**config.mk**
```make
export PLATFORM = sky130hd
export DESIGN_NAME = control_unit
export DESIGN_NICKNAME = d
export VERILOG_FILES = /design/src/source/isa_pkg.sv /design/src/source/machine_pkg.sv /design/src/source/control_unit.sv
export VERILOG_INCLUDE_DIRS = /design/src /design/src/source
export SDC_FILE = /design/constraint.sdc
export NUM_CORES = 1
export LEC_CHECK = 0
export BUFFER_PORTS_ARGS = -buffer_cell sky130_fd_sc_hd__buf_2
export CAP_MARGIN = 10
export CORE_ASPECT_RATIO = 1.5
export CORE_MARGIN = 3
export CORE_UTILIZATION = 52
export DETAILED_ROUTE_END_ITERATION = 12
export PLACE_DENSITY = 0.83
export SYNTH_ARGS = -nofsm -noshare
export SYNTH_HDL_FRONTEND = slang
export SYNTH_SLANG_ARGS = --single-unit
export TNS_END_PERCENT = 20
```
**constraint.sdc**
```tcl
create_clock -name clock -period 5.3 [get_ports clock]
set_input_delay 0.265 -clock clock [delete_from_list [all_inputs] [get_ports clock]]
set_output_delay 0.265 -clock clock [all_outputs]
set_load 0.005 [all_outputs]
```
**src/source/cpu_cfg.svh**
```systemverilog
`ifndef CPU_CFG_SVH
`define CPU_CFG_SVH

// Instruction memory words, one 32-bit instruction each
`define CPU_IMEM_DEPTH 256

// Stack memory words
`define CPU_STACK_DEPTH 2048

// Highest legal stack address
// A LOAD or STORE beyond it halts with a fault
`define CPU_STACK_LIMIT (`CPU_STACK_DEPTH - 1)

// Registers addressed by the low nibble of an operand
`define CPU_REG_COUNT 16

`endif

```
**src/source/isa_pkg.sv**
```systemverilog
package isa_pkg;

	// Values missing from the list are rejected as unknown
	typedef enum logic [7:0] {
		OP_EOF     = 8'd0,
		OP_LOAD    = 8'd1,  // <offset hi> <offset lo> <dest>
		OP_STORE   = 8'd2,  // <src> <offset hi> <offset lo>
		OP_LITERAL = 8'd3,
		OP_INPUT   = 8'd4,
		OP_OUTPUT  = 8'd5,
		OP_ADD     = 8'd6,
		OP_SUB     = 8'd7,
		OP_MUL     = 8'd8,
		OP_BRANCH  = 8'd11,
		OP_JUMP    = 8'd12,
		OP_STACK   = 8'd13,
		OP_INC     = 8'd23,
		OP_DEC     = 8'd24,
		OP_MOV     = 8'd25,
		OP_NOT     = 8'd26,
		OP_OR      = 8'd27,
		OP_AND     = 8'd28,
		OP_EQ      = 8'd29,
		OP_LT      = 8'd30,
		OP_GT      = 8'd31
	} opcode_t;

	typedef logic [7:0] operand_t;

	// Opcode in the top byte
	typedef struct packed {
		opcode_t  opcode;
		operand_t a;
		operand_t b;
		operand_t c;
	} instruction_t;

endpackage

```
**src/source/machine_pkg.sv**
```systemverilog
package machine_pkg;

	// Registers and stack hold signed words
	typedef logic signed [15:0] word_t;

	// Shared by the program counter and the stack pointer
	typedef logic [15:0] pc_t;

	typedef logic [3:0] reg_index_t;

	typedef logic [10:0] stack_addr_t;

	typedef enum logic [2:0] {
		IDLE,
		FETCH,      // pc on the instruction RAM
		LATCH,      // RAM data into the instruction register
		EXECUTE,
		STACK_WAIT, // Stack RAM read latency
		HALTED
	} cpu_state_t;

endpackage

```
**src/source/control_unit.sv**
```systemverilog
`timescale 1ns/1ps
`include "cpu_cfg.svh"

module control_unit (
	input  logic                    clock,
	input  logic                    reset_n,
	input  logic                    run,
	input  logic                    input_strobe,
	input  machine_pkg::word_t      switches,
	output machine_pkg::pc_t        fetch_address,
	input  isa_pkg::instruction_t   fetched,
	output machine_pkg::reg_index_t index_a,
	output machine_pkg::reg_index_t index_b,
	output machine_pkg::reg_index_t index_c,
	input  machine_pkg::word_t      read_a,
	input  machine_pkg::word_t      read_b,
	input  machine_pkg::word_t      alu_result,
	output isa_pkg::opcode_t        opcode,
	output logic                    reg_write_enable,
	output machine_pkg::reg_index_t reg_write_index,
	output machine_pkg::word_t      reg_write_value,
	output machine_pkg::stack_addr_t stack_address,
	output logic                    stack_write_enable,
	output machine_pkg::word_t      stack_write_data,
	input  machine_pkg::word_t      stack_read_data,
	output machine_pkg::word_t      out_value,
	output logic                    running,
	output logic                    done,
	output logic                    input_waiting,
	output logic                    unknown_opcode,
	output logic                    stack_fault
);

	import isa_pkg::*;
	import machine_pkg::*;

	cpu_state_t   state;
	instruction_t instruction;
	pc_t          pc;
	pc_t          sp;
	pc_t          stack_target;
	logic         stack_out_of_range;
	logic         strobe_q;
	logic         strobe_rise;

	assign fetch_address = pc;
	assign opcode = instruction.opcode;
	assign index_a = instruction.a[3:0];
	assign index_b = instruction.b[3:0];
	assign index_c = instruction.c[3:0];

	assign strobe_rise = input_strobe & ~strobe_q;

	// STORE offset is {b,c}, LOAD offset is {a,b}
	assign stack_target = (instruction.opcode == OP_STORE) ?
		sp - {instruction.b, instruction.c} : sp - {instruction.a, instruction.b};
	assign stack_out_of_range = stack_target > pc_t'(`CPU_STACK_LIMIT);
	assign stack_address = stack_addr_t'(stack_target);
	assign stack_write_data = read_a;
	assign stack_write_enable = (state == EXECUTE) && (instruction.opcode == OP_STORE) &&
		!stack_out_of_range;

	assign running = (state != IDLE) && (state != HALTED);
	assign input_waiting = (state == EXECUTE) && (instruction.opcode == OP_INPUT);

	always_ff @(posedge clock) begin
		if (state == LATCH) begin
			instruction <= fetched;
		end
	end

	// Register write side
	always_comb begin
		reg_write_enable = 1'b0;
		reg_write_index = instruction.c[3:0];
		reg_write_value = alu_result;
		if (state == STACK_WAIT) begin
			reg_write_enable = (instruction.opcode == OP_LOAD);
			reg_write_value = stack_read_data;
		end else if (state == EXECUTE) begin
			case (instruction.opcode)
				OP_LITERAL: begin
					reg_write_enable = 1'b1;
					reg_write_value = {instruction.a, instruction.b};
				end
				OP_INPUT: begin
					reg_write_enable = strobe_rise;
					reg_write_index = instruction.a[3:0];
					reg_write_value = switches;
				end
				OP_ADD, OP_SUB, OP_MUL, OP_OR, OP_AND, OP_EQ, OP_LT, OP_GT: begin
					reg_write_enable = 1'b1;
				end
				OP_INC, OP_DEC: begin
					reg_write_enable = 1'b1;
					reg_write_index = instruction.a[3:0];
				end
				OP_MOV, OP_NOT: begin
					reg_write_enable = 1'b1;
					reg_write_index = instruction.b[3:0];
				end
				default: begin
					reg_write_enable = 1'b0;
				end
			endcase
		end
	end

	always_ff @(posedge clock) begin
		if (!reset_n) begin
			state <= IDLE;
			pc <= '0;
			sp <= '0;
			out_value <= '0;
			strobe_q <= 1'b0;
			done <= 1'b0;
			unknown_opcode <= 1'b0;
			stack_fault <= 1'b0;
		end else begin
			strobe_q <= input_strobe;
			case (state)
				IDLE: begin
					if (run) state <= FETCH;
				end
				FETCH: state <= LATCH;
				LATCH: state <= EXECUTE;
				EXECUTE: begin
					// Most opcodes step to the next word
					pc <= pc + 16'd1;
					state <= FETCH;
					case (instruction.opcode)
						OP_EOF: begin
							pc <= pc;
							done <= 1'b1;
							state <= HALTED;
						end
						OP_LOAD, OP_STORE: begin
							pc <= pc;
							if (stack_out_of_range) begin
								stack_fault <= 1'b1;
								state <= HALTED;
							end else begin
								state <= STACK_WAIT;
							end
						end
						OP_INPUT: begin
							if (!strobe_rise) begin
								pc <= pc; // Hold until the strobe edge
								state <= EXECUTE;
							end
						end
						OP_OUTPUT: out_value <= read_a;
						OP_BRANCH: begin
							if (read_a == '0) pc <= pc + 16'd2; // Skip next
						end
						OP_JUMP: begin
							if (instruction.a == '0) begin
								pc <= {instruction.b, instruction.c};
							end else begin
								pc <= pc_t'(read_b);
							end
						end
						OP_STACK: sp <= sp + {instruction.a, instruction.b};
						OP_LITERAL, OP_ADD, OP_SUB, OP_MUL, OP_INC, OP_DEC, OP_MOV,
						OP_NOT, OP_OR, OP_AND, OP_EQ, OP_LT, OP_GT: begin
							state <= FETCH; // Result written by the write side
						end
						default: begin
							pc <= pc;
							unknown_opcode <= 1'b1;
							state <= HALTED;
						end
					endcase
				end
				STACK_WAIT: begin
					pc <= pc + 16'd1;
					state <= FETCH;
				end
				default: state <= HALTED; // Only reset leaves
			endcase
		end
	end

endmodule

```
Yosys cells after proc, flatten, opt, wreduce, memory -nomap -nowiden:

Cells that the tools add are included.

* bits in registers: 87
* input bits: 116
* output and inout bits: 106

* $add $sub $neg: 5
* order comparisons: 1
* equal/unequal tests: 28
* mux-type cells: 20
* bitwise logic cells: 3
* reduce and logical (&&, ||, !) cells: 24

Operator list (number)
* 16-bit two-way mux: 6
* 8-bit by 5-bit equality test with 1-bit output, second input constant: 9
* 16-bit one-hot mux with 2 select lines: 2
* 16-bit one-hot mux with 4 select lines: 1
* 8-bit by 3-bit equality test with 1-bit output, second input constant: 4
* 8-bit by 4-bit equality test with 1-bit output, second input constant: 4
* 16-bit subtractor: 2
* 21-bit OR reduction: 1
* 17-bit OR reduction: 1
* 16-bit by 1-bit adder with 16-bit output, second input constant: 1
* 16-bit adder: 1
* 16-bit by 2-bit adder with 16-bit output, second input constant: 1
* 8-bit by 2-bit equality test with 1-bit output, second input constant: 2
* 16-bit by 11-bit greater-than comparator with 1-bit output, second input constant: 1
* 16-bit logical NOT: 1
* 8-bit logical NOT: 2
* 3-bit one-hot mux with 5 select lines: 1
* 15-bit OR reduction: 1
* 13-bit OR reduction: 1
* 3-bit one-hot mux with 3 select lines: 1
* 8-bit by 1-bit equality test with 1-bit output, second input constant: 1
* 4-bit two-way mux: 2
* 4-bit one-hot mux with 2 select lines: 1
* 2-bit AND reduction: 4
* other kinds (20): 30

Logic depth before layout (Yosys ltp):

Gate-level depths: netlist of run 1.

* word-level depth: 6
* mapped depth: 15

Least setup slack after synthesis of run 1:

OpenSTA, ideal clock, no wires.

* kind: register -> output
* from: reg instruction (netlist bit opcode[4])
* to: out stack_write_enable
* arrival: 3.721 ns
* slack: 1.314 ns
* cell stages (with the launch flop): 16
* path buffers: 2
* path through: edfxtp_1 > buf_6 > nor4_4 > nand4b_1 > buf_4 > mux2_2 > ha_1 > fa_1 > nor2b_1 > o31a_1 > nor2b_1 > o31ai_2 > o32ai_1 > o21a_1 > nor4_1 > nor4b_2

* longest elaborated chain between the ends: 5

Ends and longest elaborated chain
* start: declaration: line control_unit.sv:38 `instruction_t instruction;`
* start signal: assignment: line control_unit.sv:68 `instruction <= fetched;`
* 8-bit by 2-bit equality test with 1-bit output (*): line control_unit.sv:55, control_unit.sv:60
* 16-bit two-way mux: line control_unit.sv:55 `assign stack_target = (instruction.opcode == OP_STORE) ?`
* 16-bit by 11-bit greater-than comparator with 1-bit output: line control_unit.sv:57 `` assign stack_out_of_range = stack_target > pc_t'(`CPU_STACK_LIMIT); ``
* 1-bit logical NOT: line control_unit.sv:61 `!stack_out_of_range;`
* 1-bit logical AND (*): line control_unit.sv:60 `assign stack_write_enable = (state == EXECUTE) && (instruction.opcode == OP_STORE) &&`
* end: declaration: line control_unit.sv:23 `output logic stack_write_enable,`

Every way passes the cells marked *; elsewhere a longest branch is shown, timed or not.

Final worst setup path of run 1:

Same ends and word-level chain as after synthesis.

==> summary.log, run 1 <==
[sta] setup repair after global routing missed its margin no
[status] status finished, final reports clean
[worst_setup_path] crit-path most repeated cell nor2b_1
[final_layout] Non-Filler Instances 1130
[worst_setup_path] crit path kind register to output port
[clock_tree] post-cts gate resize count 0
[sta] count of final hold-check violations 0
[sta] setup clock skew after layout 8.95 ps
[placed_design] I/O Buffers 221
[logic_synthesis] most common flop cell mapped by yosys dfxtp_1
[logic_synthesis] Cells after Synth 813
[placed_design] DPL Wire Length 16.2 mm
[sta] setup violation total in the final timing report 0
[clock_tree] clock network latency to the later pin of the worst-skew pair 350 ps
[worst_setup_path] launching element type of the critical path register
[sta] worst rel slew slack 23.9%
[logic_synthesis] count of flip-flops with a built-in enable after synthesis 32
[power_and_ir_drop] Peak VDD IR 0.177 mV
[worst_setup_path] nature of the critical path endpoint output port
[run] max-cap check violation count 0
[clock_tree] number of CTS-inserted buffers 9
[worst_setup_path] required time at the worst-slack endpoint 5040 ps
[floorplan] Die X 97.7 µm
[global_route] vias in the first global route 6512
[clock_tree] H-tree levels 3
[sta] Worst-Margin Slew 1140 ps
[logic_synthesis] number of nets produced by synthesis 964
[worst_setup_path] delay-heaviest family, CP simple AND/OR/NAND/NOR gates
[sta] post-route minimum period 4980 ps
[floorplan] I/O pin count 222
[global_route] initial antenna violation count 0
[logic_synthesis] biggest area contributors in the synthesized netlist dfxtp_1 17%, edfxtp_1 15%, ha_1 6.3%
[power_and_ir_drop] total leakage power 3.43 nW
[worst_setup_path] Register-to-Register Setup Slack 1110 ps
[logic_synthesis] proportion of synthesized flip-flops having asynchronous set or reset 0%
[clock_tree] clk buf depth 2
[route] vias after detailed routing 6936
[worst_hold_path] worst hold path class primary input to register
[worst_setup_path] cells traversed along the worst timing path nor4_4 > nand4b_1 > buf_4 > mux2_2 > fa_1 > nor2b_1 > o31a_1 > nor2b_1 > o31ai_2 > o32ai_1 > o21a_1 > nor4_2 > nor4b_2 > buf_2
[worst_hold_path] Worst Hold Depth 1
[global_route] wire length of the first global-routing pass 32.8 mm
[worst_setup_path] number of logic stages on the critical path including buffering 14
[worst_setup_path] largest fanout on the critical path 17
[sta] Final period util 93.9%
[power_and_ir_drop] total power divided by cell area 205 nW/µm²
[logic_synthesis] area share of the largest cell type after synthesis 16.8%
[global_route] most heavily used metal layer in global routing met2
[placed_design] number of cells in the design after placement 1114
[global_route] met3 capacity usage during global routing 7.48%
[worst_setup_path] Reg-to-Reg End stack_fault
[worst_setup_path] Crit Reg-Reg Startpoint opcode[4]
[route] via count normalized by instance count 6.14
[logic_synthesis] largest area contributor in the synthesized netlist dfxtp_1
[worst_hold_path] sink of the worst hold path instruction[7]
[route] DRC Markers 0
[logic_synthesis] Yosys reg bits 87
[clock_tree] clock slew seen by the registers of the worst setup and hold paths 60 ps
[final_layout] net count reported at finish 1123
[floorplan] DIE AREA 14000 µm²
[global_route] Congestion Overflow GR 0
[sta] final sum of negative setup slack 0 ps
[sta] peak clock frequency supported by timing 201 MHz
[floorplan] Core Footprint 12100 µm²
[route] count of routing violations after the opening detailed-route iteration 455
[route] detail-routed net length per standard cell 18.7 µm
[worst_hold_path] Worst Hold Launch fetched[7]
[worst_setup_path] reg2reg path depth 13
[global_route] total global routing track utilization 29.2%
[route] Total Wirelength 21.2 mm
[clock_tree] TritonCTS clock tree yes
[logic_synthesis] Netlist cell types 65
[clock_tree] cell at the root of the clock tree clkbuf_16
[final_layout] share of final-layout standard cells stronger than drive strength 1 25.9%
[global_route] met1 demand-to-capacity share in global routing 32.5%
[logic_synthesis] register area share after synthesis 31.5%
[worst_setup_path] cell with the largest stage delay on the worst path edfxtp_1
[route] Post-DRT Antenna Nets 0
[placed_design] RD Place Congestion 0.985
[worst_setup_path] Arr. time, crit path 4710 ps
[worst_setup_path] worst path bufs/invs 2
[worst_setup_path] delay of the slowest critical-path stage 550 ps
[final_layout] growth of design area from synthesis to finish 18.1%
[global_route] met2 track demand over resource 52.0%
[floorplan] starting utilization of the core area 54.0%
[clock_tree] total clock sinks 87
[clock_tree] post-CTS setup-driven buffer insertion count 0
[floorplan] die outline height 144 µm
[clock_tree] CTS Hold Buffers Added 0
[logic_synthesis] cell area after synthesis 6560 µm²
[route] 1st-pass router iterations 5
[sta] max-slew violation count 0
[logic_synthesis] warning count from the yosys run 0
[global_route] largest net degree at the start of global routing 46
[floorplan] cell row count 49
[logic_synthesis] Avg Cell Area, Syn 8.06 µm²
[final_layout] antenna fix cells 0
[where the power goes]
group | switching, mW | total, mW | internal [mW]
clock | 0.272 | 0.618 | 0.345
sequential | 0.0346 | 0.750 | 0.716
combinational | 0.121 | 0.222 | 0.101
[state kept, by name (all words and copies together) (netlist names), 3 cells and up]
name / flops
index_c: 4
index_b: 4
fetch_address: 16
out_value: 16
state: 3
sp: 16
instruction: 12
index_a: 4
opcode: 8
[layout by cell type, fill, tap and decap left out, types with 26 or more instances in the layout]
master      n
a21oi_1    71
dfxtp_1    55
mux2i_1    33
nand2_1    90
ha_1       33
edfxtp_1   32
a22oi_1    33
nor3_1     26
nor2_1     72
o21ai_1    38
buf_2     221
[layer usage]
metal | part of all wire (%) | vias up | wire, µm
met5 | 0 | - | 0
met4 | 3.9 | 0 | 821
met3 | 9.0 | 44 | 1900
met2 | 50 | 347 | 10500
met1 | 38 | 3252 | 7960
li1 | - | 3293 | -
[how the worst max path moves through the flow]
| stage | slack [ps] | from | endpoint |
|---|---|---|---|
| 2_1_floorplan | 1310 | opcode[4] | stack_write_enable |
| 3_3_place_gp | 630 | opcode[4] | stack_write_enable |
| 3_5_place_dp | 530 | opcode[4] | stack_write_enable |
| 4_1_cts | 160 | opcode[4] | stack_write_enable |
| 5_1_grt | 60 | opcode[4] | stack_write_enable |
| 6_report | 320 | opcode[4] | stack_write_enable |
[logic make-up (layout without fill, tap and decap cells)]
logic type / count (synthesis) / after routing / share of synthesized area (%)
simple gates: 290 / 290 / 21.7
compound gates: 245 / 245 / 23.0
buf+inv: 91 / 255 / 7.44
flops: 87 / 87 / 31.5
fa+ha+maj: 36 / 36 / 7.06
mux: 36 / 36 / 5.55
xor+xnor: 28 / 28 / 3.74
[cells in the mapped netlist (4+ instances only)]
master / number
nor3_1: 26
a211oi_1: 5
nand2b_1: 8
nor2_1: 72
a21o_1: 7
a221oi_1: 4
nand3b_1: 4
mux2i_1: 33
nand3_1: 18
o21ai_1: 38
nand4_1: 10
o21a_1: 8
ha_1: 33
edfxtp_1: 32
xor2_1: 11
a31oi_1: 13
and2_1: 7
clkbuf_1: 38
o211ai_1: 5
a22oi_1: 33
a21oi_1: 71
nand2_1: 90
buf_4: 37
nor2b_1: 14
or3_1: 4
dfxtp_1: 55
inv_1: 12
o21ai_0: 25
xnor2_1: 17
and3_1: 6
o22ai_1: 13
nor4_1: 11
[metrics by stage]
step	area, µm²	setup WS [ps]	power, mW	hold WS [ps]	util (%)
floorplan	6560	1310	0.884	364	-
global placement	7450	630	0.981	436	61.4
detailed placement	7450	533	0.984	443	61.4
CTS	7740	157	1.60	86.1	63.7
global route	7740	63.7	1.65	85.1	63.8
finish	7740	324	1.59	95.2	63.8
[final cells by class]
cell class,instances,area [µm²]
sequential,87,2060
clock inverter,5,30.0
fill,1146,4400
multi-input combinational,635,4020
inverter,14,52.6
timing repair buffer,225,1140
clock buffer,11,254
tap,153,191
Note: power is estimated with default switching activity, not from simulation.
==> inputs of run 2 (changes only) <==
--- a/config.mk
+++ b/config.mk
@@ -8,7 +8,6 @@
 export LEC_CHECK = 0
 export BUFFER_PORTS_ARGS = -buffer_cell sky130_fd_sc_hd__buf_2
 export CAP_MARGIN = 10
-export CORE_ASPECT_RATIO = 1.5
 export CORE_MARGIN = 3
 export CORE_UTILIZATION = 52
 export DETAILED_ROUTE_END_ITERATION = 12
==> run 2 against run 1 <==
Die area decreased by 0.20%. Clock power increased by 3.6%. Register-to-register slack got worse by 20 ps. Global-route usage increased by 0.86 points. Critical endpoint unchanged. Hold slack got worse by 9.2 ps.
==> summary.log, run 2 (synthesis gave the netlist of run 1 again) <==
[power_and_ir_drop] total power divided by cell area 207 nW/µm² [+0.84%]
[sta] peak clock frequency supported by timing 201 MHz [+0.18%]
[route] vias after detailed routing 6985 [+0.71%]
[sta] setup clock skew after layout 7.84 ps [-1.11 ps]
[sta] max-slew violation count 0 [unchanged]
[floorplan] Core Footprint 12200 µm² [+0.19%]
[floorplan] die outline height 118 µm [-18%]
[clock_tree] number of CTS-inserted buffers 9 [unchanged]
[worst_setup_path] launching element type of the critical path register
[clock_tree] TritonCTS clock tree yes
[sta] setup violation total in the final timing report 0 [unchanged]
[sta] count of final hold-check violations 0 [unchanged]
[sta] post-route minimum period 4970 ps [-9.00 ps]
[placed_design] I/O Buffers 221 [unchanged]
[clock_tree] clk buf depth 2 [unchanged]
[route] 1st-pass router iterations 5 [unchanged]
[global_route] Congestion Overflow GR 0 [unchanged]
[clock_tree] H-tree levels 3 [unchanged]
[worst_hold_path] worst hold path class primary input to register
[global_route] largest net degree at the start of global routing 46 [unchanged]
[final_layout] share of final-layout standard cells stronger than drive strength 1 26.2% [+0.33 points]
[clock_tree] total clock sinks 87 [unchanged]
[worst_setup_path] required time at the worst-slack endpoint 5040 ps [about the same]
[run] max-cap check violation count 0 [unchanged]
[floorplan] I/O pin count 222 [unchanged]
[sta] Worst-Margin Slew 1170 ps [+32.2 ps]
[worst_setup_path] Register-to-Register Setup Slack 1090 ps [-20 ps]
[sta] Final period util 93.7% [-0.17 points]
[floorplan] Die X 118 µm [+21%]
[floorplan] starting utilization of the core area 53.9% [-0.10 points]
[final_layout] growth of design area from synthesis to finish 19.0%
[worst_setup_path] Arr. time, crit path 4700 ps [about the same]
[global_route] vias in the first global route 6476 [-0.55%]
[route] count of routing violations after the opening detailed-route iteration 749 [+65%]
[status] status finished, final reports clean
[sta] worst rel slew slack 21.8% [-2.2 points]
[global_route] wire length of the first global-routing pass 33.7 mm [+2.7%]
[global_route] total global routing track utilization 30.0% [+0.86 points]
[sta] WHS 85.9 ps [-9.24 ps]
[route] DRC Markers 0 [unchanged]
[clock_tree] clock network latency to the later pin of the worst-skew pair 350 ps [about the same]
[final_layout] commonest cells after routing, fill and taps aside 221 x buf_2, 90 x nand2_1, 71 x nor2_1, 71 x a21oi_1, 55 x dfxtp_1
[final_layout] most common cell after layout, fill and taps aside buf_2
[power_and_ir_drop] total leakage power 3.45 nW [+0.68%]
[floorplan] cell row count 40 [-18%]
[placed_design] RD Place Congestion 0.948 [-3.8%]
[clock_tree] cell at the root of the clock tree clkbuf_16
[power_and_ir_drop] Peak VDD IR 0.206 mV [+16%]
[route] Post-DRT Antenna Nets 0 [unchanged]
[clock_tree] clock slew seen by the registers of the worst setup and hold paths 70 ps [about the same]
[route] detail-routed net length per standard cell 18.9 µm [+0.79%]
[worst_setup_path] nature of the critical path endpoint output port
[route] Total Wirelength 21.7 mm [+2.5%]
[worst_setup_path] largest fanout on the critical path 17 [unchanged]
[sta] final sum of negative setup slack 0 ps [unchanged]
[global_route] initial antenna violation count 1 [+1]
[clock_tree] post-CTS setup-driven buffer insertion count 0 [unchanged]
[sta] setup repair after global routing missed its margin no
[placed_design] DPL Wire Length 16.0 mm [-0.94%]
[final_layout] net count reported at finish 1126 [+0.27%]
[route] via count normalized by instance count 6.08 [-0.96%]
[floorplan] DIE AREA 14000 µm² [-0.20%]
[worst_setup_path] crit path kind register to output port
run 2: cell count changes in the layout (fill, tap and decap cells not counted):
cell / before / now
buf_4: 4 / 7
clkbuf_8: 0 / 2
clkinv_4: 1 / 0
diode_2: 0 / 1
inv_4: 1 / 0
nor2_1: 72 / 71
nor2_2: 1 / 2
run 2: routing by layer:
metal	vias to the layer above	wire length, µm	global-route usage (%)	part of all wire [%]
met2	425	9810	47.3	45
met3	55	2420	7.13	11
met4	0	737	13.0	3.4
met5	-	0	0	0
met1	3207	8730	39.4	40
li1	3298	-	-	-
run 2: cell type report:
cell class                      instances  area (µm²)
Fill cell                            1121        4360
Multi-Input combinational cell        635        4020
Sequential cell                        87        2060
Timing Repair Buffer                  228        1160
Clock buffer                           13         282
Tap cell                              168         210
Inverter                               14        52.6
Clock inverter                          3        15.0
Antenna cell                            1        2.50
run 2: power breakdown:
| group | switching [mW] | total, mW | internal (mW) |
|---|---|---|---|
| clock | 0.270 | 0.640 | 0.370 |
| combinational | 0.122 | 0.223 | 0.101 |
| sequential | 0.0367 | 0.752 | 0.716 |
| total | 0.428 | 1.62 | 1.19 |
run 2: timing repair:
item | in CTS | in global routing
hold buffers | 0 | 0
setup endpoints to repair | 0 | 1
resized for setup | 0 | 1
run 2: through the flow:
step / power [mW] / util [%] / cell area [µm²] / cells / setup slack (ps)
floorplan: 0.884 / - / 6560 / 813 / 1310
global placement: 0.981 / 61.6 / 7500 / 1132 / 728
detailed placement: 0.985 / 61.6 / 7500 / 1132 / 591
CTS: 1.61 / 64.1 / 7790 / 1148 / 205
global route: 1.67 / 64.1 / 7800 / 1148 / 30.8
finish: 1.62 / 64.1 / 7800 / 1149 / 333
run 2: worst max-delay path, cell delays in order, from the launching register on:
cell and delay (ps):
edfxtp_1 540, nor4_4 490, nand4b_1 210, buf_4 280, mux2_2 330, fa_1 440
nor2b_1 170, o31a_1 210, nor2b_1 100, o31ai_2 460, a221oi_2 120, xnor2_1 170
nor4_2 410, nor4b_2 250, buf_2 160
run 2: path summary, 6_finish.rpt:
kind                                   start            endpoint  depth (start not counted)
worst max register to register     opcode[4]         stack_fault                         13
worst max-delay path               opcode[4]  stack_write_enable                         14
worst min register to register  out_value[1]        out_value[1]                          2
worst min-delay path             fetched[22]     instruction[22]                          1
==> inputs of run 3 (changes only) <==
--- a/config.mk
+++ b/config.mk
@@ -11,7 +11,8 @@
 export CORE_MARGIN = 3
 export CORE_UTILIZATION = 52
 export DETAILED_ROUTE_END_ITERATION = 12
-export PLACE_DENSITY = 0.83
+export PLACE_DENSITY = 0.84
+export SETUP_SLACK_MARGIN = 0.1
 export SYNTH_ARGS = -nofsm -noshare
 export SYNTH_HDL_FRONTEND = slang
 export SYNTH_SLANG_ARGS = --single-unit
==> run 3 against run 2 <==
Flip-flop and latch count did not move. Non-clock buffer count rose by 2. Sequential power barely moved. Global-route usage fell by 0.57 points. Clock skew rose by 1.7 ps. Maximum frequency rose by 2.1%. Core utilization rose by 0.25 points. Routed wire length fell by 1.9%. Via count rose by 0.10%. Count of clock-buffer cells in the layout fell by 3. Setup slack improved by 100 ps.
==> summary.log, run 3 (synthesis gave the netlist of run 1 again) <==
[status] status finished, final reports clean
[sta] WHS 83.1 ps [-2.86 ps]
[final_layout] post-layout instance area 7830 µm² [+0.38%]
[clock_tree] clk buf depth 2 [unchanged]
[clock_tree] cell at the root of the clock tree clkbuf_16
[route] detail-routed net length per standard cell 18.5 µm [-2.1%]
[clock_tree] clock network latency to the later pin of the worst-skew pair 350 ps [about the same]
[clock_tree] number of CTS-inserted buffers 9 [unchanged]
[power_and_ir_drop] total power divided by cell area 209 nW/µm² [+0.92%]
[worst_setup_path] crit-path most repeated cell nor2b_1
[sta] peak clock frequency supported by timing 206 MHz [+2.1%]
[global_route] total global routing track utilization 29.5% [-0.57 points]
[final_layout] net count reported at finish 1128 [+0.18%]
[worst_setup_path] nature of the critical path endpoint output port
[worst_setup_path] crit path kind register to output port
[sta] worst rel slew slack 32.3% [+11 points]
[worst_setup_path] worst path bufs/invs 2 [unchanged]
[worst_setup_path] reg2reg path depth 13 [unchanged]
[route] Total Wirelength 21.3 mm [-1.9%]
[floorplan] Die X 118 µm [unchanged]
[global_route] met2 track demand over resource 46.6% [-0.64 points]
[final_layout] growth of design area from synthesis to finish 19.5%
[worst_hold_path] Worst Hold Depth 1 [unchanged]
[route] via count normalized by instance count 6.07 [about the same]
[worst_setup_path] required time at the worst-slack endpoint 5040 ps [about the same]
[placed_design] Placed Instance Area 7500 µm² [about the same]
[sta] post-route minimum period 4860 ps [-103 ps]
[sta] setup clock skew after layout 9.58 ps [+1.74 ps]
[worst_setup_path] Arr. time, crit path 4600 ps [-100 ps]
[power_and_ir_drop] total leakage power 3.46 nW [+0.24%]
[global_route] vias in the first global route 6383 [-1.4%]
[sta] setup violation total in the final timing report 0 [unchanged]
[final_layout] most common cell after layout, fill and taps aside buf_2
[route] DRC Markers 0 [unchanged]
[floorplan] DIE AREA 14000 µm² [unchanged]
[final_layout] number of fill cells in the layout 1077 [-3.9%]
[floorplan] die outline height 118 µm [unchanged]
[route] count of routing violations after the opening detailed-route iteration 660 [-12%]
[floorplan] I/O pin count 222 [unchanged]
[sta] setup repair after global routing missed its margin no
[worst_setup_path] Reg-to-Reg End stack_fault
[final_layout] share of final-layout standard cells stronger than drive strength 1 26.3% [+0.048 points]
[sta] Final period util 91.8% [-1.9 points]
[route] Post-DRT Antenna Nets 0 [unchanged]
[placed_design] DPL Wire Length 15.8 mm [-1.4%]
[global_route] met1 demand-to-capacity share in global routing 39.1% [-0.26 points]
[floorplan] starting utilization of the core area 53.9% [unchanged]
[worst_setup_path] cell with the largest stage delay on the worst path edfxtp_1
[clock_tree] H-tree levels 3 [unchanged]
[route] vias after detailed routing 6992 [+0.10%]
[clock_tree] total clock sinks 87 [unchanged]
[worst_hold_path] worst hold path class primary input to register
[sta] max-slew violation count 0 [unchanged]
[clock_tree] TritonCTS clock tree yes
[worst_setup_path] number of logic stages on the critical path including buffering 14 [unchanged]
[clock_tree] CTS Hold Buffers Added 0 [unchanged]
[global_route] wire length of the first global-routing pass 33.3 mm [-1.1%]
[floorplan] cell row count 40 [unchanged]
[worst_setup_path] Crit Reg-Reg Startpoint opcode[5]
[worst_setup_path] Critical Path End stack_write_enable
[power_and_ir_drop] Peak VDD IR 0.244 mV [+18%]
[sta] count of final hold-check violations 0 [unchanged]
[global_route] met3 capacity usage during global routing 7.08% [-0.048 points]
[global_route] initial antenna violation count 0 [-1]
[sta] Worst-Margin Slew 1010 ps [-162 ps]
[global_route] most heavily used metal layer in global routing met2
[worst_setup_path] largest fanout on the critical path 17 [unchanged]
[worst_setup_path] delay of the slowest critical-path stage 460 ps [-80 ps]
[sta] final sum of negative setup slack 0 ps [unchanged]
[placed_design] RD Place Congestion 0.945 [-0.24%]
[global_route] largest net degree at the start of global routing 46 [unchanged]
[worst_setup_path] launching element type of the critical path register
[worst_setup_path] delay-heaviest family, CP simple AND/OR/NAND/NOR gates
[worst_setup_path] Register-to-Register Setup Slack 1220 ps [+130 ps]
[worst_setup_path] launching element of the worst setup path opcode[5]
[clock_tree] clock slew seen by the registers of the worst setup and hold paths 70 ps [about the same]
[final_layout] commonest cells after routing, fill and taps aside 221 x buf_2, 90 x nand2_1, 72 x nor2_1, 71 x a21oi_1, 55 x dfxtp_1
[worst_setup_path] cells traversed along the worst timing path nor4_4 > nand4b_1 > buf_4 > mux2_2 > fa_1 > nor2b_1 > o31a_1 > nor2b_1 > o31ai_4 > o32ai_1 > o21a_1 > nor4_2 > nor4b_2 > buf_2
[run] max-cap check violation count 0 [unchanged]
[global_route] Congestion Overflow GR 0 [unchanged]
[floorplan] Core Footprint 12200 µm² [unchanged]
[route] 1st-pass router iterations 5 [unchanged]
[worst_hold_path] Worst Hold Launch fetched[1]
[placed_design] I/O Buffers 221 [unchanged]
-- run 3: cell types whose count changed in the layout (fill, tap and decap cells not counted), sizes merged --
cell	change
buf	+2
clkbuf	-3
bufinv	+1
clkinv	-1
inv	+3
-- run 3: metrics by stage --
| step | util, % | power, mW | std cells | setup slack [ps] |
|---|---|---|---|---|
| after floorplan | - | 0.884 | 813 | 1310 |
| after global placement | 61.7 | 0.980 | 1133 | 693 |
| after detailed placement | 61.7 | 0.983 | 1133 | 473 |
| after CTS | 64.3 | 1.64 | 1149 | 202 |
| after global routing | 64.4 | 1.70 | 1150 | 190 |
| final | 64.4 | 1.64 | 1151 | 436 |
-- run 3: layer usage --
layer	share of wire, %	up-vias
met5	0	-
met2	46	413
met3	10	49
met4	3.4	0
met1	40	3221
li1	-	3309
-- run 3: final cells by class --
| class | count | area [µm²] | share of cell area (%) |
|---|---|---|---|
| clock inverter | 6 | 76.3 | 0.975 |
| tap | 168 | 210 | 2.68 |
| sequential | 87 | 2060 | 26.3 |
| inverter | 14 | 52.6 | 0.671 |
| clock buffer | 10 | 229 | 2.92 |
| antenna | 1 | 2.50 | 0.0320 |
| multi-input combinational | 635 | 4030 | 51.4 |
| timing repair buffer | 230 | 1170 | 15.0 |
-- run 3: worst min path at each step --
stage	to	slack, ps
floorplan	index_a[0]	360
global placement	out_value[3]	440
detailed placement	out_value[14]	440
CTS	index_a[1]	80
global route	index_c[0]	80
finish	index_c[1]	80
-- run 3: repair_timing --
item | in CTS | in global routing
buffers inserted | 0 | 1
hold endpoints to repair | 0 | 0
pin swaps | 0 | 1
gates resized for setup | 1 | 1
endpoints found under the setup margin | 1 | 1
-- run 3: report_power, final --
| part | internal (mW) | leakage (nW) | switching [mW] |
|---|---|---|---|
| combinational | 0.102 | 2.57 | 0.121 |
| clock | 0.374 | 0.150 | 0.289 |
| sequential | 0.715 | 0.738 | 0.0358 |
